**src/design/conv_config.svh**
```systemverilog
`ifndef CONV_CONFIG_SVH
`define CONV_CONFIG_SVH

// Pixel and weight width
`define DATA_WIDTH 16

// Parallel output pixels, one MAC lane each
`define CONV_UNITS 8

// Largest kernel height supported by one beat
`define KERNEL_H_MAX 5
`define KERNEL_H_WIDTH 3

// Pixels carried by one input beat
`define BEAT_PIXELS (`CONV_UNITS + `KERNEL_H_MAX - 1)

`define CH_IN_COUNTER_WIDTH 5
`define WIN_COUNTER_WIDTH 16

`define ACC_WIDTH 40

// Weight memory, KERNEL_H_MAX rows for up to 32 channels
`define W_ADDR_WIDTH 8
`define W_DEPTH (`KERNEL_H_MAX * 32)

`endif
```
**src/design/weight_store.sv**
```systemverilog
`timescale 1ns/100ps
`include "conv_config.svh"

module weight_store (
    input  logic                              aclk,
    input  logic                              arst_n,
    input  logic                              w_we,
    input  logic [`W_ADDR_WIDTH-1:0]          w_addr,
    input  logic signed [`DATA_WIDTH-1:0]     w_wdata,
    input  logic [`W_ADDR_WIDTH-1:0]          w_raddr,
    output logic signed [`DATA_WIDTH-1:0]     w_rdata
);

    logic signed [`DATA_WIDTH-1:0] mem [`W_DEPTH];

    // Addresses past the array read as zero
    always_comb begin
        if (w_raddr < `W_DEPTH) begin
            w_rdata = mem[w_raddr];
        end else begin
            w_rdata = '0;
        end
    end

    always_ff @(posedge aclk or negedge arst_n) begin
        if (!arst_n) begin
            for (int i = 0; i < `W_DEPTH; i++) begin
                mem[i] <= '0;
            end
        end else if (w_we && (w_addr < `W_DEPTH)) begin
            mem[w_addr] <= w_wdata;
        end
    end

endmodule

```
**config.mk**
```make
export PLATFORM = sky130hd
export DESIGN_NAME = weight_store
export DESIGN_NICKNAME = d
export VERILOG_FILES = /design/src/design/weight_store.sv
export VERILOG_INCLUDE_DIRS = /design/src /design/src/design
export SDC_FILE = /design/constraint.sdc
export NUM_CORES = 2
export LEC_CHECK = 0
export BUFFER_PORTS_ARGS = -buffer_cell sky130_fd_sc_hd__clkbuf_2
export CORE_ASPECT_RATIO = 0.75
export CORE_MARGIN = 5
export CORE_UTILIZATION = 34
export CTS_CLUSTER_DIAMETER = 80
export CTS_CLUSTER_SIZE = 40
export DETAILED_ROUTE_END_ITERATION = 10
export GPL_TIMING_DRIVEN = 0
export SYNTH_ARGS = -nofsm -noshare
export SYNTH_HDL_FRONTEND = slang
export SYNTH_SLANG_ARGS = --single-unit
```
**constraint.sdc**
```tcl
create_clock -name aclk -period 7.2 [get_ports aclk]
set_input_delay 1.44 -clock aclk [delete_from_list [all_inputs] [get_ports aclk]]
set_output_delay 1.44 -clock aclk [all_outputs]
set_load 0.02 [all_outputs]
```
# --- Yosys cells after proc, flatten, opt, wreduce, memory -nomap -nowiden ---
# Cells that the tools add are included.
# W data, S select, Z words.
classes:
  n_lt_le_gt_ge: 5
  mux: 7
  n_reduce_logical: 2
  bitwise: 2
op_table:
  columns: ["op", "count"]
  rows:
  - ["$bwmux W2560", 1]
  - ["$bmux W16 S8", 1]
  - ["$demux W16 S8", 1]
  - ["$mux W16", 4]
  - ["$ge A9 B9 Y1 const B", 2]
  - ["$not A8 Y9", 2]
  - ["$lt A8 B8 Y1 const B", 2]
  - ["$lt A9 B1 Y1 const B", 1]
  - ["$logic_and A1 B1 Y1", 2]
totals:
  ff_bits: 2560
  output_inout_bits: 16
  wordCells: 176
  in_bits: 35

# --- Depth between registers and ports, before layout ---
logic_depth:
  ltp_word: 6
  mapped_depth: 12

# --- Least setup slack after synthesis ---
# No wires, ideal clock.
synth_path:
  path_type: "input -> output"
  from: "input port w_raddr[0]"
  to: "output port w_rdata[4]"
  arrival_ps: 3683
  required_time_ps: 5760
  path_buffers: 5
  stages: 10
  setup_slack_ps: 2077
  cell_sequence: "buf_4 buf_6 buf_6 buf_4 buf_4 mux4_2 a221oi_1 o32ai_1 a21oi_1 o311ai_0"
synth_via:
  elab_chain_cells: 5
  elab_cells_between_ends: 6
  classes_between: "1 x order compare; 4 x mux; 1 x bitwise"
synth_lines:
  columns: ["item", "line_no", "source"]
  rows:
  - ["from (decl)", "weight_store.sv:10", "input logic [`W_ADDR_WIDTH-1:0] w_raddr,"]
  - ["$not A8 Y9 (not written as such)", "weight_store.sv:19", "w_rdata = mem[w_raddr];"]
  - ["$bmux W16 S8", "weight_store.sv:19", null]
  - ["$mux W16 (not written as such) (2 in a row)", "weight_store.sv:19", null]
  - ["$mux W16 (*)", "weight_store.sv:18", "if (w_raddr < `W_DEPTH) begin"]
  - ["to (decl)", "weight_store.sv:11", "output logic signed [`DATA_WIDTH-1:0] w_rdata"]
# Every way passes the cells marked *; elsewhere a longest branch is shown, timed or not. The select of a mux whose other input is x is not followed.

# --- Worst setup path in the final report ---
layout_path:
  from: "input port w_raddr[1]"
  to: "output port w_rdata[7]"
# The elaborated chain is that of the path after synthesis.

==> impl_metrics.csv <==
group,metric,value,unit
drt,viasPerCell,6.50,
placed_design,gp_congestion,1.01,
logic_synthesis,netlist_top_cells_count,"2,567 x mux2_2, 2,560 x dfrtp_1, 629 x mux4_2",
layout,area_growth,11.8,%
pwr,ir_drop,0.000207,V
placed_design,preCtsSetupSlack,-2710,ps
drt,ant_nets,0,
setup_path,path_cells,"clkbuf_2 > buf_6 > buf_6 > buf_6 > buf_6 > mux2i_1 > a221oi_1 > a31oi_1 > o311ai_0 > o21ai_1 > o221ai_2 > clkbuf_2",
timing,fin_ws,-310,ps
floorplanning,die_width,686,um
placed_design,hpwl,422000,um
logic_synthesis,async_flop_share,100,%
logic_synthesis,synth_cell_types,56,
floorplanning,std_cell_rows,186,
pwr,sw_frac_of_total,30.5,%
drt,post_drt_wl_per_cell,47.9,um
timing,slew_violations,238,
floorplanning,initial_core_util,34.1,%
pwr,p_leak,60.8,nW
logic_synthesis,synth_area,116000,um2
hold_path,hp-class,"primary input to async pin",
setup_path,crit_family,"buffers and inverters",
timing,post-route-period-util,104,%
timing,tightest_slew,1690,ps
setup_path,slowest_stage,"a221oi_1",
logic_synthesis,yosysMostFrequentCell,"mux2_2",
layout,largest_register,"mem",
timing,relSlewSlack,-13.1,%
logic_synthesis,ys_top_cells_by_area,"dfrtp_1 55%, mux2_2 25%, mux4_2 12%",
timing,hold_violations,0,
drt,drc,0,
clock_tree,cts_buffer_depth,3,
pwr,p_int,19.3,mW
run,cap_viol_max_count,25,
timing,fin_skew,0,ps
pwr,power_switching,8.47,mW
setup_path,cp.arrival,6070,ps
clock_tree,insertion_delay,870,ps
timing,period_minus_slack,7510,ps
run_status,status,"complete, but fails checks",
grt,grt_pass1_wl,767000,um
drt,wl,592000,um
layout,nets,7705,
pwr,p_per_area,213,nW/um2
pwr,combinationalPowerShare,11.7,%
clock_tree,clk_pin_slew,110,ps
drt,num_vias,80400,
timing,rsz0062_at_grt,"true",
layout,multi_input_area,49700,um2
layout,fin_util,38.1,%
drt,drt_iter0_drc,12400,
layout,seq_area,64100,um2
layout,largest_register_ffs,2560,
logic_synthesis,syn_nets,7466,
setup_path,worst-path-buf-inv,6,
clock_tree,cts-hold-fix-buffers,0,
floorplanning,die_h,517,um
logic_synthesis,synth_flop_cell,"dfrtp_1",
logic_synthesis,synth_edf_count,0,
run_status,violations,"capacitance limit, slew limit, setup timing",
floorplanning,pin_count,51,
timing,fmax,0.133,GHz
clock_tree,clock-root-buffer,"clkbuf_16",
logic_synthesis,synthCells,7431,
setup_path,path_common_cell,"buf_6",
floorplanning,core,342000,um2
clock_tree,ctsHtreeMaxLevel,3,
grt,grt_pass1_vias,77300,
layout,drive_gt1_share,51.9,%
floorplanning,dieArea,354000,um2
grt,grt_usage,32.7,%
clock_tree,clock-sinks,2560,
grt,grt_max_degree,120,
setup_path,crit_path_end_kind,"primary output",
pwr,power_frac_seq,54.4,%
logic_synthesis,yosys.area.top_type,"dfrtp_1",
clock_tree,cts_tree,"built",
logic_synthesis,ys_seq_area_share,55.1,%
logic_synthesis,syn_avg_cell_area,15.7,um2
layout,top_regs,"mem (2560)",
logic_synthesis,netlist.area_leader.share,55.1,%
setup_path,start_kind,"primary input",
drt,first_pass_iters,6,
setup_path,critPathKind,"primary input to primary output",
grt,grt-ovfl-total,0,
pwr,power.share.clock,34.0,%
timing,setup_viol,15,
setup_path,worstPathMaxFanout,10,
placed_design,port_buffers,27,
clock_tree,cts_buffers,113,
logic_synthesis,synth_seq_cells,2560,
setup_path,crit_required,5760,ps
setup_path,max_stage_delay,1030,ps
logic_synthesis,synth_warnings,0,
layout,num-fill-cells,31700,
grt,antenna_found_initial,119,
[layer usage]
layer	up-vias	part of all wire [%]	track usage, %
li1	28200	-	-
met1	44500	40	43.3
met2	6280	38	42.2
met3	1362	16	18.2
met4	50	6.1	16.8
met5	-	0.076	0.0806
[final timing paths]
| path | start | end | slack, ps | cells after the start |
|---|---|---|---|---|
| setup / recovery | w_raddr[1] | w_rdata[7] | -310 | 12 |
| min in group aclk | mem[2377] | mem[2377] | 510 | 1 |
| hold / removal | arst_n | mem[709] | 500 | 1 |
| max in group asynchronous | arst_n | mem[1798] | 2880 | 8 |
| hold reg to reg | mem[2377] | mem[2377] | 510 | 1 |
| setup reg to reg | mem[2548] | mem[2548] | 6140 | 1 |
[layout by cell type, fill, tap and decap left out, types with 22 or more instances in the layout]
cell type,n
buf_16,35
nand3_1,31
buf_12,24
clkbuf_1,312
buf_4,50
buf_8,37
nor2_1,123
dfrtp_1,2560
diode_2,75
clkbuf_16,115
buf_6,99
mux2i_1,132
a21oi_1,43
nor2_2,73
buf_2,152
a22oi_1,67
mux4_2,629
nor3_1,29
mux2_2,2567
o21ai_0,22
nand2_1,162
o22ai_1,33
clkbuf_2,67
[cell families (layout without fill, tap and decap cells)]
family                 count (synthesis)  in the layout  share of synthesized area, %
AO/OA/AOI/OAI                        334            334                          2.04
buffers and inverters                684           1024                          2.71
flip-flops                          2560           2560                          55.1
multiplexers                        3334           3334                          38.2
other                                  0             75                             0
AND/OR/NAND/NOR                      519            519                          1.99
[per-stage QoR]
stage	hold slack (ps)	power, mW	cells	TNS [ps]	cell area [um2]
2_1_floorplan	452	16.6	7431	0	116000
3_3_place_gp	465	18.3	12000	-	122000
3_5_place_dp	485	18.4	12100	-33860	124000
4_1_cts	485	27.6	12300	0	130000
5_1_grt	511	28.3	12300	-3.34	130000
6_report	501	27.8	12400	-2360	130000
[final cells by class]
| class | instances | share of cell area (%) |
|---|---|---|
| Antenna cell | 75 | 0.144 |
| Buffer | 677 | 2.98 |
| Clock buffer | 118 | 2.22 |
| Clock inverter | 98 | 1.25 |
| Inverter | 7 | 0.0212 |
| Multi-Input combinational cell | 4187 | 38.2 |
| Sequential cell | 2560 | 49.3 |
| Tap cell | 4512 | 4.34 |
| Timing Repair Buffer | 124 | 1.58 |
[power groups by stage]
stage	logic [mW]	clock network [mW]	registers, mW
6_report	3.24	9.43	15.1
5_1_grt	3.25	9.90	15.1
4_1_cts	3.08	9.42	15.1
3_5_place_dp	3.02	0	15.4
3_3_place_gp	2.87	0	15.4
2_1_floorplan	1.30	0	15.3
[timing repair]
action | in CTS | in global routing
endpoints found under the setup margin | 16 | 10
pin swaps | 6 | 2
buffers inserted | 1 | 0
endpoints found under the hold margin | 0 | 0
resized for setup | 280 | 25
(Power assumes the default switching activity.)
