**config.mk**
```make
export PLATFORM = sky130hd
export DESIGN_NAME = axis_shift_buffer
export DESIGN_NICKNAME = d
export VERILOG_FILES = /design/src/design/axis_shift_buffer.sv
export VERILOG_INCLUDE_DIRS = /design/src /design/src/design
export SDC_FILE = /design/constraint.sdc
export NUM_CORES = 1
export LEC_CHECK = 0
export BUFFER_PORTS_ARGS = -buffer_cell sky130_fd_sc_hd__buf_2
export CORE_MARGIN = 5
export CORE_UTILIZATION = 52
export CTS_CLUSTER_SIZE = 25
export DETAILED_ROUTE_END_ITERATION = 10
export PLACE_DENSITY = 0.92
export SKIP_CTS_REPAIR_TIMING = 1
export SLEW_MARGIN = 20
export SYNTH_ARGS = -nofsm -noshare
export SYNTH_HDL_FRONTEND = slang
export SYNTH_SLANG_ARGS = --single-unit
```
**constraint.sdc**
```tcl
create_clock -name aclk -period 12.15 [get_ports aclk]
set_input_delay 1.215 -clock aclk [delete_from_list [all_inputs] [get_ports aclk]]
set_output_delay 1.215 -clock aclk [all_outputs]
set_load 0.02 [all_outputs]
```
**src/design/conv_config.svh**
```systemverilog
`ifndef CONV_CONFIG_SVH
`define CONV_CONFIG_SVH

// Pixel and weight width
`define DATA_WIDTH 16

// Parallel output pixels, one MAC lane each
`define CONV_UNITS 8

// Largest kernel height supported by one beat
`define KERNEL_H_MAX 5
`define KERNEL_H_WIDTH 3

// Pixels carried by one input beat
`define BEAT_PIXELS (`CONV_UNITS + `KERNEL_H_MAX - 1)

`define CH_IN_COUNTER_WIDTH 5
`define WIN_COUNTER_WIDTH 16

`define ACC_WIDTH 40

// Weight memory, KERNEL_H_MAX rows for up to 32 channels
`define W_ADDR_WIDTH 8
`define W_DEPTH (`KERNEL_H_MAX * 32)

`endif
```
**src/design/axis_shift_buffer.sv**
```systemverilog
`timescale 1ns/100ps
`include "conv_config.svh"

module axis_shift_buffer (
    input  logic                                     aclk,
    input  logic                                     arst_n,
    input  logic                                     run,
    input  logic [`KERNEL_H_WIDTH-1:0]               kernel_h_1,
    input  logic [`CH_IN_COUNTER_WIDTH-1:0]          channels_in_1,
    input  logic [`DATA_WIDTH*`BEAT_PIXELS-1:0]      s_tdata,
    input  logic                                     s_tvalid,
    output logic                                     s_tready,
    output logic [`DATA_WIDTH*`CONV_UNITS-1:0]       v_tdata,
    output logic                                     v_tvalid,
    input  logic                                     v_tready,
    output logic                                     v_tlast
);

    localparam int VIEW_WIDTH = `DATA_WIDTH * `CONV_UNITS;

    logic [`DATA_WIDTH*`BEAT_PIXELS-1:0]   beat_q;
    logic                                  full_q;
    logic [`KERNEL_H_WIDTH-1:0]            shift_cnt;
    logic [`CH_IN_COUNTER_WIDTH-1:0]       ch_cnt;
    logic                                  last_shift;
    logic                                  last_ch;
    logic                                  v_fire;
    logic                                  s_fire;

    assign last_shift = (shift_cnt == kernel_h_1);
    assign last_ch    = (ch_cnt == channels_in_1);

    assign v_fire = full_q & v_tready;
    assign s_fire = s_tvalid & s_tready;

    // Take a new beat when empty or when the last view leaves this cycle
    assign s_tready = run & (~full_q | (v_fire & last_shift));

    assign v_tvalid = full_q;
    assign v_tlast  = full_q & last_shift & last_ch;
    assign v_tdata  = beat_q[shift_cnt*`DATA_WIDTH +: VIEW_WIDTH];   // View r starts at pixel r

    always_ff @(posedge aclk or negedge arst_n) begin
        if (!arst_n) begin
            full_q <= 1'b0;
        end else if (s_fire) begin
            full_q <= 1'b1;
        end else if (v_fire && last_shift) begin
            full_q <= 1'b0;
        end
    end

    always_ff @(posedge aclk) begin
        if (s_fire) begin
            beat_q <= s_tdata;
        end
    end

    always_ff @(posedge aclk or negedge arst_n) begin
        if (!arst_n) begin
            shift_cnt <= '0;
            ch_cnt    <= '0;
        end else if (v_fire) begin
            if (last_shift) begin
                shift_cnt <= '0;
                if (last_ch) begin
                    ch_cnt <= '0;          // Window complete
                end else begin
                    ch_cnt <= ch_cnt + 1'b1;
                end
            end else begin
                shift_cnt <= shift_cnt + 1'b1;
            end
        end
    end

endmodule

```
==> Word-level counts from Yosys, hierarchy flattened <==
Cells that the tools add are included.
{ "classes": {"muxes": 4, "n_reduce_logical": 3, "add_sub_neg": 2, "multipliers": 0, "div": 0, "eq_ne": 2, "order_cmp": 0, "bitwise": 8, "shifts": 1} }
{ "ops": {"columns": ["cell", "count"], "rows": [
  ["$shiftx A192 B8 Y128", 1],
  ["$and A1 B1 Y1", 6],
  ["$add A5 B1 Y5 const B", 1],
  ["$eq A5 B5 Y1", 1],
  ["$mux W5", 1],
  ["$add A3 B1 Y3 const B", 1],
  ["$eq A3 B3 Y1", 1],
  ["$mux W3", 1],
  ["$mux W1", 2],
  ["$reduce_and A2 Y1", 1],
  ["$reduce_bool A2 Y1", 1],
  ["$logic_and A1 B1 Y1", 1],
  ["$not A1 Y1", 1],
  ["$or A1 B1 Y1", 1]
]} }
{ "totals": {"wordCells": 24, "latchBits": 0, "mem_bits_rw": 0, "input_bits": 205, "out_inout_bits": 131, "mem_bits_ro": 0, "reg_bits": 201, "memories": 0} }

==> Logic depth before layout (Yosys ltp) <==
{ "logic_depth": {"depth_word": 6, "depth_mapped": 7, "mapped_depth_nobuf": 5} }

==> Worst setup path before layout <==
Ideal clock, no wire load.
{ "synth_path": {"path_kind": "input port to flip-flop", "start": "input port kernel_h_1[2]", "end": "register beat_q[0], enable pin", "n_path_buf": 0, "setup_ns": 0.808, "arrival_time_ns": 10.938, "slack_ns": 0.404, "stages": 3, "required_time_ns": 11.342, "cell_sequence": "xnor2_1 nand4_1 a21oi_1"} }
{ "synth_between": {"elab_chain_cells": 5} }
{ "synth_lines": {"columns": ["element", "line", "rtl"], "rows": [
  ["start: declaration", "axis_shift_buffer.sv:8", "input logic [`KERNEL_H_WIDTH-1:0] kernel_h_1,"],
  ["$eq A3 B3 Y1", "axis_shift_buffer.sv:30", "assign last_shift = (shift_cnt == kernel_h_1);"],
  ["$and A1 B1 Y1", "axis_shift_buffer.sv:37", "assign s_tready = run & (~full_q | (v_fire & last_shift));"],
  ["$or A1 B1 Y1", "axis_shift_buffer.sv:37", null],
  ["$and A1 B1 Y1", "axis_shift_buffer.sv:37", null],
  ["$and A1 B1 Y1", "axis_shift_buffer.sv:34", "assign s_fire = s_tvalid & s_tready;"],
  ["net s_fire", "axis_shift_buffer.sv:28", "logic s_fire;"],
  ["end signal: assignment", "axis_shift_buffer.sv:55", "beat_q <= s_tdata;"],
  ["end: declaration", "axis_shift_buffer.sv:21", "logic [`DATA_WIDTH*`BEAT_PIXELS-1:0] beat_q;"]
]} }
The timed path passes the listed nets, and every way through them passes these cells.
A chain may end at the register's enable or synchronous reset.

==> Final worst setup path <==
{ "layout_path": {"start": "register shift_cnt[1]", "end": "output port v_tdata[37]"} }
{ "layout_between": {"elab_chain_cells": 1} }
{ "layout_lines": {"columns": ["element", "line", "rtl"], "rows": [
  ["start: declaration", "axis_shift_buffer.sv:23", "logic [`KERNEL_H_WIDTH-1:0] shift_cnt;"],
  ["start signal: assignment", "axis_shift_buffer.sv:72", "shift_cnt <= shift_cnt + 1'b1;"],
  ["$shiftx A192 B8 Y128", "axis_shift_buffer.sv:41", "assign v_tdata = beat_q[shift_cnt*`DATA_WIDTH +: VIEW_WIDTH];"],
  ["end: declaration", "axis_shift_buffer.sv:13", "output logic [`DATA_WIDTH*`CONV_UNITS-1:0] v_tdata,"]
]} }
Every way passes these cells.

==> impl_metrics.ini <==
[layout]
final_cell_mix = 335 x buf_2, 208 x nand2_1, 192 x edfxtp_1
layout-drive-gt1-share = 0.314
final-instance-count-excl-fill = 1628
fin_nets = 1537
synthToLayoutAreaGrowth_pct = 21.3
design_area_um2 = 13600
final_common_cell = buf_2
fill_cells = 1615

[placement]
gp_congestion = 0.969
dp_slack_ns = 7.00
hpwl_mm = 26.2
placed_area_um2 = 12900
port_buffers = 335
placed_cells = 1581

[yosys]
synth_edf_count = 192
synth_area_leader_cell = edfxtp_1
synthTopCellsByArea = edfxtp_1 52%, mux2i_1 16%, nand2_1 7.0%, a21oi_1 5.0%, o21ai_0 4.3%
async_flop_share = 0.0448
synthCells = 1043
yosysUniqueCellTypes = 36
yosysWarnings = 0
ys_seq_elements = 201
ys_seq_area_frac = 0.536
synth-main-ff-cell = edfxtp_1
synth_top_area_frac = 0.516
syn_area_um2 = 11200
syn_nets = 1250
avgSynthCellArea_um2 = 10.7

[sta]
slew-limit-headroom = 0.226
fmax_mhz = 172
fin_crit_ns = 5.81
worst_slack_ns = 6.34
tightest_slew_ns = 1.16
fin_skew_ns = 0.00881
tns_ns = 0
period_share = 0.478
final_hold_viol_count = 0
slew_viol_final = 0
finalSetupViolCount = 0
grt_setup_unrepaired = false

[setup_path]
path_class = reg -> out
critPathLaunchType = flop
cp_data_required_time_ns = 10.93
reg2reg_to = beat_q[61]$_DFFE_PP_
endpoint_kind = output pin
r2r_setup_slack_ns = 8.47
crit_start = shift_cnt[1]$_DFFE_PN0N_
reg2reg_depth = 4
crit_arrival_ns = 4.59
rr_startpoint = shift_cnt[1]$_DFFE_PN0N_
timing.critical_path.to = v_tdata[37]
cp_max_fo = 67

[grt]
grt_util_all_layers = 0.280
grt_pass1_vias = 9249
grt_max_degree = 166
grt_antenna_before_repair = 11
grt-ovfl-total = 0
grt_pass1_wl_mm = 53.1

[pwr]
power.leakage_nw = 5.52
vdd_drop_max_v = 0.000199
powerDensity_nw_per_um2 = 276

[drt]
vias = 9685
wirelength_mm = 36.3
ant_nets = 0
drc_errors = 0
wl_per_cell_um = 22.3
drt-initial-drc-count = 1175
via_per_inst = 5.95
firstDrtPassIters = 6

[die]
dieArea_um2 = 24500
initial_utilization = 0.530
io_pins = 336
fp.coreArea_um2 = 21100
die_h_um = 157
row_count = 53
die_w_um = 157

[clock_tree]
htreeDepth = 1
cts-root-buf = clkbuf_16
clock_latency_ns = 0.52
clk_pin_slew_ns = 0.06
cts_buffer_depth = 3
cts_tree = built
cts.sinks = 201
cts_buffers = 22

[status]
outcome = completed

[job]
cap_violations = 0

[hold_path]
min_path_type = in -> async
==> how the worst min path moves through the flow <==
| stage | to | from | depth (start not counted) |
|---|---|---|---|
| after floorplan | ch_cnt[1]$_DFFE_PN0P_ | ch_cnt[1]$_DFFE_PN0P_ | 2 |
| after global placement | ch_cnt[1]$_DFFE_PN0P_ | ch_cnt[1]$_DFFE_PN0P_ | 2 |
| after detailed placement | ch_cnt[1]$_DFFE_PN0P_ | ch_cnt[1]$_DFFE_PN0P_ | 2 |
| after CTS | v_tvalid$_DFFE_PN0P_ | arst_n | 1 |
| after global routing | v_tvalid$_DFFE_PN0P_ | arst_n | 1 |
| final | v_tvalid$_DFFE_PN0P_ | arst_n | 1 |
==> registers in the layout (all words and copies together), names as in the netlist <==
register	cells
beat_q	192
ch_cnt	5
v_tvalid	1
shift_cnt	3
==> per-stage QoR <==
stage | total power, W | hold WS, ns | utilization
6_report | 0.00374 | 0.554 | 0.643
3_3_place_gp | 0.00304 | 0.540 | 0.611
2_1_floorplan | 0.00248 | 0.515 | -
5_1_grt | 0.00393 | 0.557 | 0.643
4_1_cts | 0.00372 | 0.542 | 0.643
3_5_place_dp | 0.00308 | 0.569 | 0.611
==> critical path, cell delays in order (launching register included) <==
cell and delay, ns:
dfrtp_4 0.84, buf_4 0.88, buf_4 0.97, mux2_2 0.44, o21ai_0 0.43, a21oi_1 0.21
buf_2 0.24
==> cells by family (layout without fill, tap and decap cells) <==
family,after synthesis,in the layout,share of synthesized area
fa+ha+maj,2,2,0.00224
flops,201,201,0.536
other cells,0,7,0
buf+inv,82,385,0.0386
compound gates,254,254,0.123
simple gates,288,288,0.105
mux,208,208,0.190
xor+xnor,8,8,0.00627
==> layer usage <==
| metal | global-route usage | share of wire | up-vias |
|---|---|---|---|
| met5 | 0 | 0.0015 | - |
| li1 | - | - | 4397 |
| met2 | 0.410 | 0.43 | 690 |
| met3 | 0.0763 | 0.12 | 105 |
| met4 | 0.105 | 0.042 | 8 |
| met1 | 0.400 | 0.41 | 4485 |
==> area by class of cell <==
type | instances | area (um^2) | area share
clock buffer | 29 | 607 | 0.0447
clock inverter | 11 | 65.1 | 0.00480
sequential | 201 | 6000 | 0.442
tap | 275 | 344 | 0.0254
inverter | 2 | 10.0 | 0.000738
timing repair buffer | 343 | 1750 | 0.129
antenna | 7 | 17.5 | 0.00129
multi-input combinational | 760 | 4770 | 0.352
==> cell usage after synthesis (11+ instances only) <==
master and number:
a21oi_1 112, buf_1 11, buf_2 12, buf_4 13, clkbuf_1 36, edfxtp_1 192
mux2_2 32, mux2i_1 176, nand2_1 208, nor2_1 49, nor2b_1 16, o21ai_0 97
o22ai_1 16
==> where the power goes <==
part	switching [W]	internal, W	leakage (nW)
sequential	0.000113	0.000854	1.83
combinational	0.00143	0.000722	3.35
clock	0.000276	0.000352	0.333
Note: power is estimated with default switching activity, not from simulation.
