==> src/design/conv_config.svh <==
`ifndef CONV_CONFIG_SVH
`define CONV_CONFIG_SVH

// Pixel and weight width
`define DATA_WIDTH 16

// Parallel output pixels, one MAC lane each
`define CONV_UNITS 8

// Largest kernel height supported by one beat
`define KERNEL_H_MAX 5
`define KERNEL_H_WIDTH 3

// Pixels carried by one input beat
`define BEAT_PIXELS (`CONV_UNITS + `KERNEL_H_MAX - 1)

`define CH_IN_COUNTER_WIDTH 5
`define WIN_COUNTER_WIDTH 16

`define ACC_WIDTH 40

// Weight memory, KERNEL_H_MAX rows for up to 32 channels
`define W_ADDR_WIDTH 8
`define W_DEPTH (`KERNEL_H_MAX * 32)

`endif
==> src/design/conv_pkg.sv <==
package conv_pkg;

    // Job state of the control module
    typedef enum logic {
        ST_IDLE = 1'b0,    // Waiting for start
        ST_RUN  = 1'b1     // Streaming views through the MAC bank
    } ctrl_state_e;

    // Accumulator opcode shared by all MAC lanes
    typedef enum logic {
        MAC_LOAD = 1'b0,   // Accumulator takes the product
        MAC_ACC  = 1'b1    // Accumulator adds the product
    } mac_op_e;

endpackage

==> src/design/conv_ctrl.sv <==
`timescale 1ns/100ps
`include "conv_config.svh"

module conv_ctrl
    import conv_pkg::*;
(
    input  logic                              aclk,
    input  logic                              arst_n,
    input  logic                              start,
    input  logic [`KERNEL_H_WIDTH-1:0]        kernel_h_1,
    input  logic [`CH_IN_COUNTER_WIDTH-1:0]   channels_in_1,
    input  logic [`WIN_COUNTER_WIDTH-1:0]     windows_1,
    input  logic                              v_tvalid,
    input  logic                              v_tready,
    input  logic                              v_tlast,
    output logic                              run,
    output logic [`KERNEL_H_WIDTH-1:0]        cfg_kernel_h_1,
    output logic [`CH_IN_COUNTER_WIDTH-1:0]   cfg_channels_in_1,
    output logic [`W_ADDR_WIDTH-1:0]          w_raddr,
    output mac_op_e                           mac_op,
    output logic                              busy,
    output logic                              done
);

    ctrl_state_e                     state_q;
    logic [`WIN_COUNTER_WIDTH-1:0]   cfg_windows_1;
    logic [`WIN_COUNTER_WIDTH-1:0]   win_cnt;
    logic                            view_fire;
    logic                            last_win;

    assign view_fire = v_tvalid & v_tready;
    assign last_win  = (win_cnt == cfg_windows_1);

    assign run    = (state_q == ST_RUN);
    assign busy   = run;
    assign mac_op = (w_raddr == '0) ? MAC_LOAD : MAC_ACC;   // First weight of a window loads

    always_ff @(posedge aclk or negedge arst_n) begin
        if (!arst_n) begin
            state_q           <= ST_IDLE;
            cfg_kernel_h_1    <= '0;
            cfg_channels_in_1 <= '0;
            cfg_windows_1     <= '0;
            win_cnt           <= '0;
            w_raddr           <= '0;
            done              <= 1'b0;
        end else begin
            done <= 1'b0;
            case (state_q)
                ST_IDLE: begin
                    if (start) begin
                        state_q           <= ST_RUN;
                        cfg_kernel_h_1    <= kernel_h_1;
                        cfg_channels_in_1 <= channels_in_1;
                        cfg_windows_1     <= windows_1;
                        win_cnt           <= '0;
                        w_raddr           <= '0;
                    end
                end
                ST_RUN: begin
                    if (view_fire) begin
                        if (v_tlast) begin
                            w_raddr <= '0;                // Next window restarts at channel 0, row 0
                            if (last_win) begin
                                state_q <= ST_IDLE;
                                done    <= 1'b1;
                            end else begin
                                win_cnt <= win_cnt + 1'b1;
                            end
                        end else begin
                            w_raddr <= w_raddr + 1'b1;
                        end
                    end
                end
                default: state_q <= ST_IDLE;
            endcase
        end
    end

endmodule

==> config.mk <==
export PLATFORM = sky130hd
export DESIGN_NAME = conv_ctrl
export DESIGN_NICKNAME = d
export VERILOG_FILES = /design/src/design/conv_pkg.sv /design/src/design/conv_ctrl.sv
export VERILOG_INCLUDE_DIRS = /design/src /design/src/design
export SDC_FILE = /design/constraint.sdc
export NUM_CORES = 1
export LEC_CHECK = 0
export CELL_PAD_IN_SITES_DETAIL_PLACEMENT = 1
export CELL_PAD_IN_SITES_GLOBAL_PLACEMENT = 1
export CORE_MARGIN = 1.5
export CORE_UTILIZATION = 47
export DETAILED_ROUTE_END_ITERATION = 7
export DONT_BUFFER_PORTS = 1
export PLACE_DENSITY = 0.81
export SETUP_SLACK_MARGIN = 0.5
export SYNTH_ARGS = -nofsm -noshare
export SYNTH_HDL_FRONTEND = slang
export SYNTH_SLANG_ARGS = --single-unit
==> constraint.sdc <==
create_clock -name aclk -period 2 [get_ports aclk]
set_input_delay 0.1 -clock aclk [delete_from_list [all_inputs] [get_ports aclk]]
set_output_delay 0.1 -clock aclk [all_outputs]
set_load 0.005 [all_outputs]
After elaboration in Yosys (flattened, before gate mapping). Cells that the tools add are included. Widths: inputs -> output; s select.

Register bits: 50. Input port bits: 30. Output and inout bits: 20. Logic and storage cells: 39.

$add $sub $neg: 2. Eq/ne operators: 5. Multiplexer cells: 19. Bitwise operators: 2. Reduce and logical (&&, ||, !) cells: 4.

Operators by type and width (count): $mux 16 (4); $pmux 16 s2 (1); $mux 8 (3); $add 16x1->16 const B (1); $eq 16x16->1 (1); $pmux 8 s2 (1); $mux 1 (9); $add 8x1->8 const B (1); $logic_not 8->1 (1); $ne 2x2->1 const B (3); $reduce_and 2->1 (2); $reduce_and 4->1 (1); $ne 2x1->1 const B (1); $pmux 1 s2 (1); $and 1x1->1 (1); $not 1->1 (1).

Depth between registers and ports, before layout. Gate-level depths: netlist of run 1.

Depth after elaboration: 5. Gate-level depth with buffers: 7. Gate-level depth less buffers: 6.

Worst setup path after synthesis of run 1. OpenSTA, ideal clock, no wires.

Path type: reg2reg. Start: register state_q, in the netlist busy. End: register win_cnt[5]. Setup time: 0.079 ns. Arrival: 1.452 ns. Required time: 1.921 ns. Slack: 0.468 ns. Cell stages (with the launch flop): 7. Buffers on the path: 2. Clock period less this slack: 1.532 ns. Path through: dfrtp_1 -> buf_2 -> and3_1 -> buf_2 -> nand2_1 -> nor4b_1 -> mux2i_1.

Word-level cells in the longest chain between the ends: 3. Elaborated cells between the ends (all ways): 7. Those cells by class: eq/ne: 4; mux: 1; bitwise: 1; reduce/logical: 1.

RTL lines: from (decl) (line conv_ctrl.sv:25) `ctrl_state_e state_q;`; from (signal assigned) (line conv_ctrl.sv:40) `state_q <= ST_IDLE;`; from (signal assigned) (line conv_ctrl.sv:52) `state_q <= ST_RUN;`; from (signal assigned) (line conv_ctrl.sv:65) `state_q <= ST_IDLE;`; $not 1->1 (no line); $ne 2x2->1 (no line); $reduce_and 4->1 (no line); to (signal assigned) (line conv_ctrl.sv:68) `win_cnt <= win_cnt + 1'b1;`; to (decl) (line conv_ctrl.sv:27) `` logic [`WIN_COUNTER_WIDTH-1:0] win_cnt; ``.

Several ways; a longest one is shown, not always the timed one. A chain may end at the register's enable or synchronous reset.

Final worst setup path of run 1.
Start: register win_cnt[13]. End: register state_q, in the netlist busy.

Word-level cells in the longest chain between the ends: 5.

RTL lines: $eq 16x16->1 (line conv_ctrl.sv:32) `assign last_win = (win_cnt == cfg_windows_1);`; $mux 1 (line conv_ctrl.sv:64) `if (last_win) begin`; $mux 1 (line conv_ctrl.sv:62) `if (v_tlast) begin`; $mux 1 (line conv_ctrl.sv:61) `if (view_fire) begin`; $pmux 1 s2 (line conv_ctrl.sv:49) `case (state_q)`; to (signal assigned) (line conv_ctrl.sv:52); to (signal assigned) (line conv_ctrl.sv:65); to (signal assigned) (line conv_ctrl.sv:75) `default: state_q <= ST_IDLE;`.

No other way between the ends.

==> flow_summary.ini, run 1 <==
[setup_path]
cp.required_ns = 2.21
crit_family = simple AND/OR/NAND/NOR gates
reg2reg_to = busy
critPathCapture = busy
path_depth = 6
cp-end-kind = flip-flop
rrSetupSlack_ns = 0.24
crit_buf_inv = 1
cp-startpoint = win_cnt[13]
cp_cell_sequence = xor2_1 -> nor4_1 -> nand4_1 -> buf_6 -> o21ai_1 -> nand2_1
crit_slowest_cell = dfrtp_2
r2r_cells = 6
worst_path_largest_cell_delay_ns = 0.44
r2r_start = win_cnt[13]
criticalPathCategory = reg -> reg
arrival_ns = 1.97
worstSetupStartpointType = flip-flop
cp_max_fo = 15

[routing]
wl_per_cell_um = 17.44
drtIter0Drc = 80
drc = 0
ant_nets = 0
dr.pass1.iters = 4
via_count = 2103
via_per_inst = 5.379
finalWirelength_um = 6820

[timing]
rsz0062_at_grt = true
fin_setup_tns_ns = 0
setup_ws_ns = 0.2365
period_needed_ns = 1.763
timing.fmax_mhz = 567.1
finalHoldViolations = 0
hold_ws_ns = 0.001497
max_slew_margin_pct = 80.02
slew_viol_final = 0
finClkSkew_ns = 0.009591
worst_pin_slew_ns = 0.2996
fin_crit_sh_pct = 88.17
setup_viol = 0

[global_route]
grt_use_met2_pct = 42.88
gr-usage-all-layers_pct = 24.05
first_global_vias = 2049
overflow = 0
grtUsageMet1_pct = 29.93
grt_pass1_wl_um = 10160
top_usage_layer = met2
antenna_found_initial = 0
grtUsageMet3_pct = 5.159
grt_start_max_net_pins = 51

[placed_design]
io_buffers = 0
gp_congestion = 0.8591
dp_hpwl_um = 4000
post-place-ws_ns = 0.2277

[cells_and_area]
layout-drive-gt1-share_pct = 14.64
num_antenna_cells = 0
syn_to_final_growth_pct = 24.84
final_nets = 353
nFillCells = 604

[floorplanning]
die_height_um = 75.70
row_count = 26
die-area_um2 = 5730
ios = 50
die_w_um = 75.70
start_util_pct = 48.63
core_area_um2 = 5107

[synthesis]
yosys-top-cells-area = dfrtp_1 (50%), nand2_1 (15%), xor2_1 (6.3%)
ys_types = 31
ys.flop_type = dfrtp_1
postSynthNetCount = 314
syn_area_um2 = 2484
synth_top_cell_area_share_pct = 50.38
ys_warn_count = 0
ys_ff_latch = 50
syn_avg_cell_area_um2 = 8.839
synth_edf_count = 0
yosysSeqAreaShare_pct = 50.38
yosysTopAreaCell = dfrtp_1
synthArstFlopShare_pct = 100.0
synth_common_cells = nand2_1 (102), dfrtp_1 (50), xor2_1 (18), nand3_1 (13), mux2i_1 (12)
yosysMostFrequentCell = nand2_1
postSynthCellCount = 281

[job]
drv_cap = 0

[cts]
cts_tree = built
root_buffer = clkbuf_8
cts_max_level = 2
clock-sinks = 50
path_clk_slew_ns = 0.10
clkLatencyLatePin_ns = 0.32
cts_max_path_buffers = 2
cts_made_buffers = 5

[pwr]
leakage_uw = 0.001570
p_per_area_nw_per_um2 = 854.3
peakVddDrop_v = 0.0004267
totalPowerFinal_uw = 2649

[hold_path]
hp-class = in -> reg
hold_path.startpoint = v_tlast

[run_status]
status = finished, final reports clean
[how the worst min path moves through the flow]
stage | slack [ns] | endpoint | depth (start not counted)
floorplan | -0.20 | busy | 0
global placement | -0.19 | w_raddr[3] | 0
detailed placement | -0.19 | w_raddr[3] | 0
CTS | 0.003 | busy | 3
global route | 0.04 | done | 2
finish | 0.001 | win_cnt[8] | 2
[logic make-up (layout without fill, tap and decap cells)]
group,count (synthesis),after routing,synth area share [%]
compound gates,22,22,5.240
xor+xnor,18,18,6.348
fa+ha+maj,3,3,1.511
buf+inv,17,57,2.972
flops,50,50,50.38
mux,12,12,4.836
simple gates,159,159,28.72
[power by group]
group	switching (uW)	leakage, uW	total (uW)	internal, uW
Combinational	318	0.000884	599	281
Clock	358	0.0000472	637	279
Sequential	196	0.000638	1410	1220
Total	872	0.00157	2650	1780
[cell usage in the layout (no fill, tap or decap), drive strengths merged, types with 3 or more instances in the layout]
| master | instances |
|---|---|
| nor4 | 4 |
| mux2i | 12 |
| and3 | 10 |
| nor2b | 3 |
| clkbuf | 6 |
| inv | 3 |
| nand4 | 5 |
| o21ai | 15 |
| nor2 | 11 |
| xor2 | 18 |
| dlygate4sd3 | 26 |
| ha | 3 |
| buf | 20 |
| nand3 | 13 |
| nand2 | 102 |
| dfrtp | 50 |
[final cells by class]
type / instances / area, um^2 / share of cell area, %
repair buffers: 46 / 434.2 / 14.00
flip-flops and latches: 50 / 1260 / 40.64
clock inverters: 2 / 12.51 / 0.4036
clock buffers: 6 / 82.58 / 2.663
multi-input cells: 214 / 1212 / 39.10
well taps: 70 / 87.58 / 2.825
inverters: 3 / 11.26 / 0.3632
[metal layers]
layer,routed length [um],vias up
met2,3555,43
met3,217,7
met4,70,0
met5,0,-
met1,2977,1043
li1,-,1010
[registers in the layout (all words and copies together) (netlist names)]
register and cells:
busy 1, cfg_channels_in_1 5, cfg_kernel_h_1 3, cfg_windows_1 16, done 1, w_raddr 8
win_cnt 16
[per-stage QoR]
step / area, um^2 / std cells / util [%]
after CTS: 3027 / 385 / 59.26
after floorplan: 2492 / 281 / -
after global placement: 2577 / 345 / 50.47
final: 3100 / 391 / 60.71
after detailed placement: 2577 / 345 / 50.47
after global routing: 3100 / 391 / 60.71
[what timing repair did]
action	in CTS	in global routing
gates resized for setup	7	11
pin swaps	2	1
hold endpoints to repair	78	0
setup buffers	5	6
setup endpoints to repair	19	25
hold buffers	27	0
Note: power is estimated with default switching activity, not from simulation.
==> run 2, diff against run 1 <==
CORE_UTILIZATION = 42   (was 47)
PLACE_DENSITY = 0.76   (was 0.81)
clock period = 1.5 ns   (was 2 ns; I/O delays follow)
==> run 2 against run 1 <==
Cell count up 7.7%; register-to-register slack worse by 0.55 ns; die area up 11%; first-iteration DRC count up 110%; largest cell class is now multi-input gates; routed wire length up 36%; the run now ends with negative hold slack, negative setup slack left.
==> flow_summary.ini, run 2 (same netlist as run 1, synthesis figures left out) <==
[run_status]
status = finished, violations left
failed_checks = negative hold slack, negative setup slack

[pwr]
peakVddDrop_v = 0.0007776
p_seq_share_pct = 47.3
p_clk_share_pct = 23.4
p_per_area_nw_per_um2 = 1050
p_sw_share_pct = 33.85
switchingPower_uw = 1334
leakage_uw = 0.001972
intPower_uw = 2607
combPwrFrac_pct = 29.3

[cells_and_area]
syn_to_final_growth_pct = 51.03
ff_latch_area_um2 = 1255
nFillCells = 581
final_util_pct = 66.89
multi_input_area_um2 = 1585
largestRegisters = cfg_windows_1 x16, win_cnt x16, w_raddr x8
layout_common_cells = nand2_1 (60), dfrtp_1 (47), dlygate4sd3_1 (28)
final_nets = 381
num_antenna_cells = 0
layout-drive-gt1-share_pct = 36.68
final_common_cell = nand2_1

[hold_path]
hp-class = in -> async

[placed_design]
io_buffers = 0
post-place-ws_ns = -0.3208
gp_congestion = 0.8456
dp_hpwl_um = 4262

[global_route]
overflow = 0
grt_use_met2_pct = 44.71
grt_pass1_wl_um = 12100
antenna_found_initial = 0
first_global_vias = 2357
grtUsageMet3_pct = 3.543
top_usage_layer = met2
grtUsageMet1_pct = 31.93
grt_start_max_net_pins = 51
gr-usage-all-layers_pct = 25.46

[timing]
worst_pin_slew_ns = 0.3663
fin_crit_sh_pct = 121.2
timing.fmax_mhz = 550.0
rsz0062_at_grt = true
fin_setup_tns_ns = -3.951
setup_ws_ns = -0.3181
max_slew_margin_pct = 75.35
setup_viol = 18
slew_viol_final = 0
period_needed_ns = 1.818
finClkSkew_ns = 0.01231
hold_ws_ns = -0.5623
finalHoldViolations = 52

[floorplanning]
row_count = 27
die-area_um2 = 6384
core_area_um2 = 5608
die_height_um = 79.90
die_w_um = 79.90
ios = 50
start_util_pct = 44.29

[cts]
cts_tree = built
root_buffer = clkbuf_8
cts_max_level = 2
cts_max_path_buffers = 2
path_clk_slew_ns = 0.10
cts_made_buffers = 5
clkLatencyLatePin_ns = 0.31
clock-sinks = 50
holdBufCountCts = 28

[routing]
dr.pass1.iters = 4
ant_nets = 0
finalWirelength_um = 9295
via_count = 2380
via_per_inst = 5.653
wl_per_cell_um = 22.08
drtIter0Drc = 166
drc = 0

[setup_path]
arrival_ns = 2.04
crit_family = simple AND/OR/NAND/NOR gates
cp_max_fo = 21
worst_path_largest_cell_delay_ns = 0.41
cp_cell_sequence = xor2_1 -> nor4_1 -> nand4_1 -> buf_6 -> nand4b_1 -> mux2i_1
crit_slowest_cell = dfrtp_1
cp.required_ns = 1.72
cp-end-kind = flip-flop
worstSetupStartpointType = flip-flop
crit_buf_inv = 1
criticalPathCategory = reg -> reg

[job]
drv_cap = 0
[run 2: cell count changes in the layout (fill, tap and decap cells not counted), sizes merged]
cell and delta:
buf +19, clkbuf +3, clkinvlp -1, dlygate4sd3 +2, nand2b +4, nor2 +1
[run 2: what timing repair did]
item / 4_1_cts / 5_1_grt
gates resized for setup: 59 / 52
hold endpoints to repair: 82 / 50
gates cloned: 2 / 6
setup buffers: 7 / 6
endpoints found under the setup margin: 51 / 53
pin swaps: 10 / 51
[run 2: worst paths after layout]
| check | cells past startpoint | startpoint | slack (ns) | end |
|---|---|---|---|---|
| setup / recovery | 6 | win_cnt[1] | -0.32 | win_cnt[15] |
| hold / removal | 0 | arst_n | -0.56 | busy |
| setup reg to reg | 6 | win_cnt[1] | -0.32 | win_cnt[15] |
| hold reg to reg | 2 | cfg_windows_1[2] | 0.52 | cfg_windows_1[2] |
| max in group asynchronous | 0 | arst_n | 1.96 | win_cnt[9] |
| min in group aclk | 3 | start | -0.01 | cfg_windows_1[9] |
[run 2: per-stage QoR]
step,area (um^2),std cells,total power (uW)
after floorplan,2613,281,2318
after global placement,2758,364,2533
after detailed placement,2758,364,2569
after CTS,3416,409,3660
after global routing,3751,421,4141
final,3751,421,3940
[run 2: cell type report]
type	instances	area share, %
clock inverters	1	0.2335
clock buffers	7	2.568
flip-flops and latches	50	33.46
multi-input cells	219	42.26
repair buffers	69	18.78
well taps	72	2.402
inverters	3	0.3002
[run 2: power groups by stage]
stage / clock [uW] / combinational, uW / sequential, uW
floorplan: 0 / 489 / 1830
global placement: 0 / 683 / 1850
detailed placement: 0 / 710 / 1860
CTS: 920 / 903 / 1840
global route: 996 / 1250 / 1900
finish: 924 / 1150 / 1860
[run 2: worst reg2reg max path, stage by stage, from the launching register on]
cell,delay (ns)
dfrtp_1,0.41
xor2_1,0.17
nor4_1,0.39
nand4_1,0.17
buf_6,0.20
nand4b_1,0.13
mux2i_1,0.26
[run 2: metal layers]
layer  vias to the layer above  routed length, um
li1                       1075                  -
met1                      1220               3555
met2                        74               5151
met3                        11                426
met4                         0                161
met5                         -                  0
==> run 3, diff against run 2 <==
CORE_UTILIZATION = 39   (was 42)
PLACE_DENSITY = 0.72   (was 0.76)
==> run 3 against run 2 <==
The flow still finishes with violations (negative hold slack, negative setup slack); largest cell class unchanged; non-clock buffer count up 5; sequential cell count unchanged; first-iteration DRC count down 7.8%; die area up 7.4%.
==> flow_summary.ini, run 3 (same netlist as run 1, synthesis figures left out) <==
[timing]
timing.fmax_mhz = 538.0
hold_ws_ns = -0.5694
fin_setup_tns_ns = -5.179
finalHoldViolations = 50
fin_crit_sh_pct = 123.9
period_needed_ns = 1.859
slew_viol_final = 0
setup_ws_ns = -0.3588
max_slew_margin_pct = 76.46
rsz0062_at_grt = true
finClkSkew_ns = 0.01256
worst_pin_slew_ns = 0.3518
setup_viol = 38

[setup_path]
critPathCapture = win_cnt[15]
cp-startpoint = win_cnt[13]
reg2reg_to = win_cnt[15]
cp-end-kind = flip-flop
r2r_start = win_cnt[13]
cp.required_ns = 1.72
rrSetupSlack_ns = -0.36
criticalPathCategory = reg -> reg
cp_max_fo = 11
arrival_ns = 2.08
worstSetupStartpointType = flip-flop
r2r_cells = 7

[cts]
path_clk_slew_ns = 0.11
cts_tree = built
clock-sinks = 50
holdBufCountCts = 27
clkLatencyLatePin_ns = 0.32
cts_max_level = 2
root_buffer = clkbuf_8
cts_made_buffers = 5
cts_max_path_buffers = 2

[floorplanning]
start_util_pct = 41.22
ios = 50
die_w_um = 82.80
die_height_um = 82.80
core_area_um2 = 6026
row_count = 28
die-area_um2 = 6856

[pwr]
leakage_uw = 0.001816
p_per_area_nw_per_um2 = 1094
totalPowerFinal_uw = 3980
peakVddDrop_v = 0.0006296

[cells_and_area]
post-route-cell-area_um2 = 3637
num_antenna_cells = 0
largestRegisters = cfg_windows_1 x16, win_cnt x16, w_raddr x8
layout_common_cells = nand2_1 (76), dfrtp_1 (47), buf_4 (32)
layout-drive-gt1-share_pct = 33.43
final_util_pct = 60.36
syn_to_final_growth_pct = 46.45
layout.cells.non_filler = 425
final_nets = 382
final_common_cell = nand2_1

[routing]
wl_per_cell_um = 21.38
drc = 0
via_count = 2380
finalWirelength_um = 9085
via_per_inst = 5.600
ant_nets = 0
dr.pass1.iters = 4
drtIter0Drc = 153

[placed_design]
dp.cells = 366
dp_hpwl_um = 4548
place_area_um2 = 2754
gp_congestion = 0.8886
io_buffers = 0

[global_route]
antenna_found_initial = 0
first_global_vias = 2594
grt_pass1_wl_um = 14300
gr-usage-all-layers_pct = 26.43
overflow = 0
grt_start_max_net_pins = 51

[run_status]
status = finished, violations left
failed_checks = negative hold slack, negative setup slack

[hold_path]
hp-class = in -> async

[job]
drv_cap = 0
==> run 3: what timing repair did <==
item	in CTS	in global routing
endpoints found under the hold margin	82	50
gates resized for setup	63	13
setup endpoints to repair	51	53
cloned	5	0
pin swaps	39	4
buffers inserted	9	10
==> run 3: how the worst min path moves through the flow <==
stage / from / to / slack [ns]
after CTS: arst_n / cfg_channels_in_1[3] / -0.57
after global placement: arst_n / w_raddr[7] / -0.22
after global routing: arst_n / cfg_kernel_h_1[1] / -0.58
after detailed placement: arst_n / w_raddr[7] / -0.22
after floorplan: arst_n / busy / -0.22
final: arst_n / cfg_kernel_h_1[1] / -0.57
==> run 3: critical path: stages (launching register included) <==
cell and delay (ns):
dfrtp_1 0.41, xor2_1 0.18, nor4_1 0.29, buf_4 0.16, nand4_1 0.13, buf_6 0.19
nand4b_1 0.12, mux2i_1 0.26
==> run 3: final cells by class <==
cell class | count | area, um^2
Clock inverter | 3 | 43.79
Inverter | 3 | 11.26
Multi-Input combinational cell | 215 | 1436
Clock buffer | 5 | 68.82
Timing Repair Buffer | 74 | 728.2
Tap cell | 75 | 93.84
Sequential cell | 50 | 1255
Fill cell | 671 | 2389
==> run 3: metrics by stage <==
step                      setup WS [ns]  hold WS (ns)
after floorplan               -0.006742       -0.2206
after detailed placement        -0.3403       -0.2195
after CTS                       -0.2635       -0.5704
after global placement          -0.3255       -0.2196
final                           -0.3588       -0.5694
after global routing            -0.4211       -0.5811
==> run 3: layer usage <==
metal / part of all wire [%] / GRT usage, % / up-vias
li1: - / - / 1077
met1: 42 / 32.65 / 1237
met2: 54 / 47.52 / 55
met3: 2.7 / 4.771 / 11
met4: 1.3 / 6.818 / 0
met5: 0 / 0 / -
==> run 3: power breakdown <==
group | leakage (uW) | switching, uW | internal (uW)
clock network | 0.0000585 | 531 | 502
logic | 0.00111 | 530 | 524
registers | 0.000644 | 273 | 1620
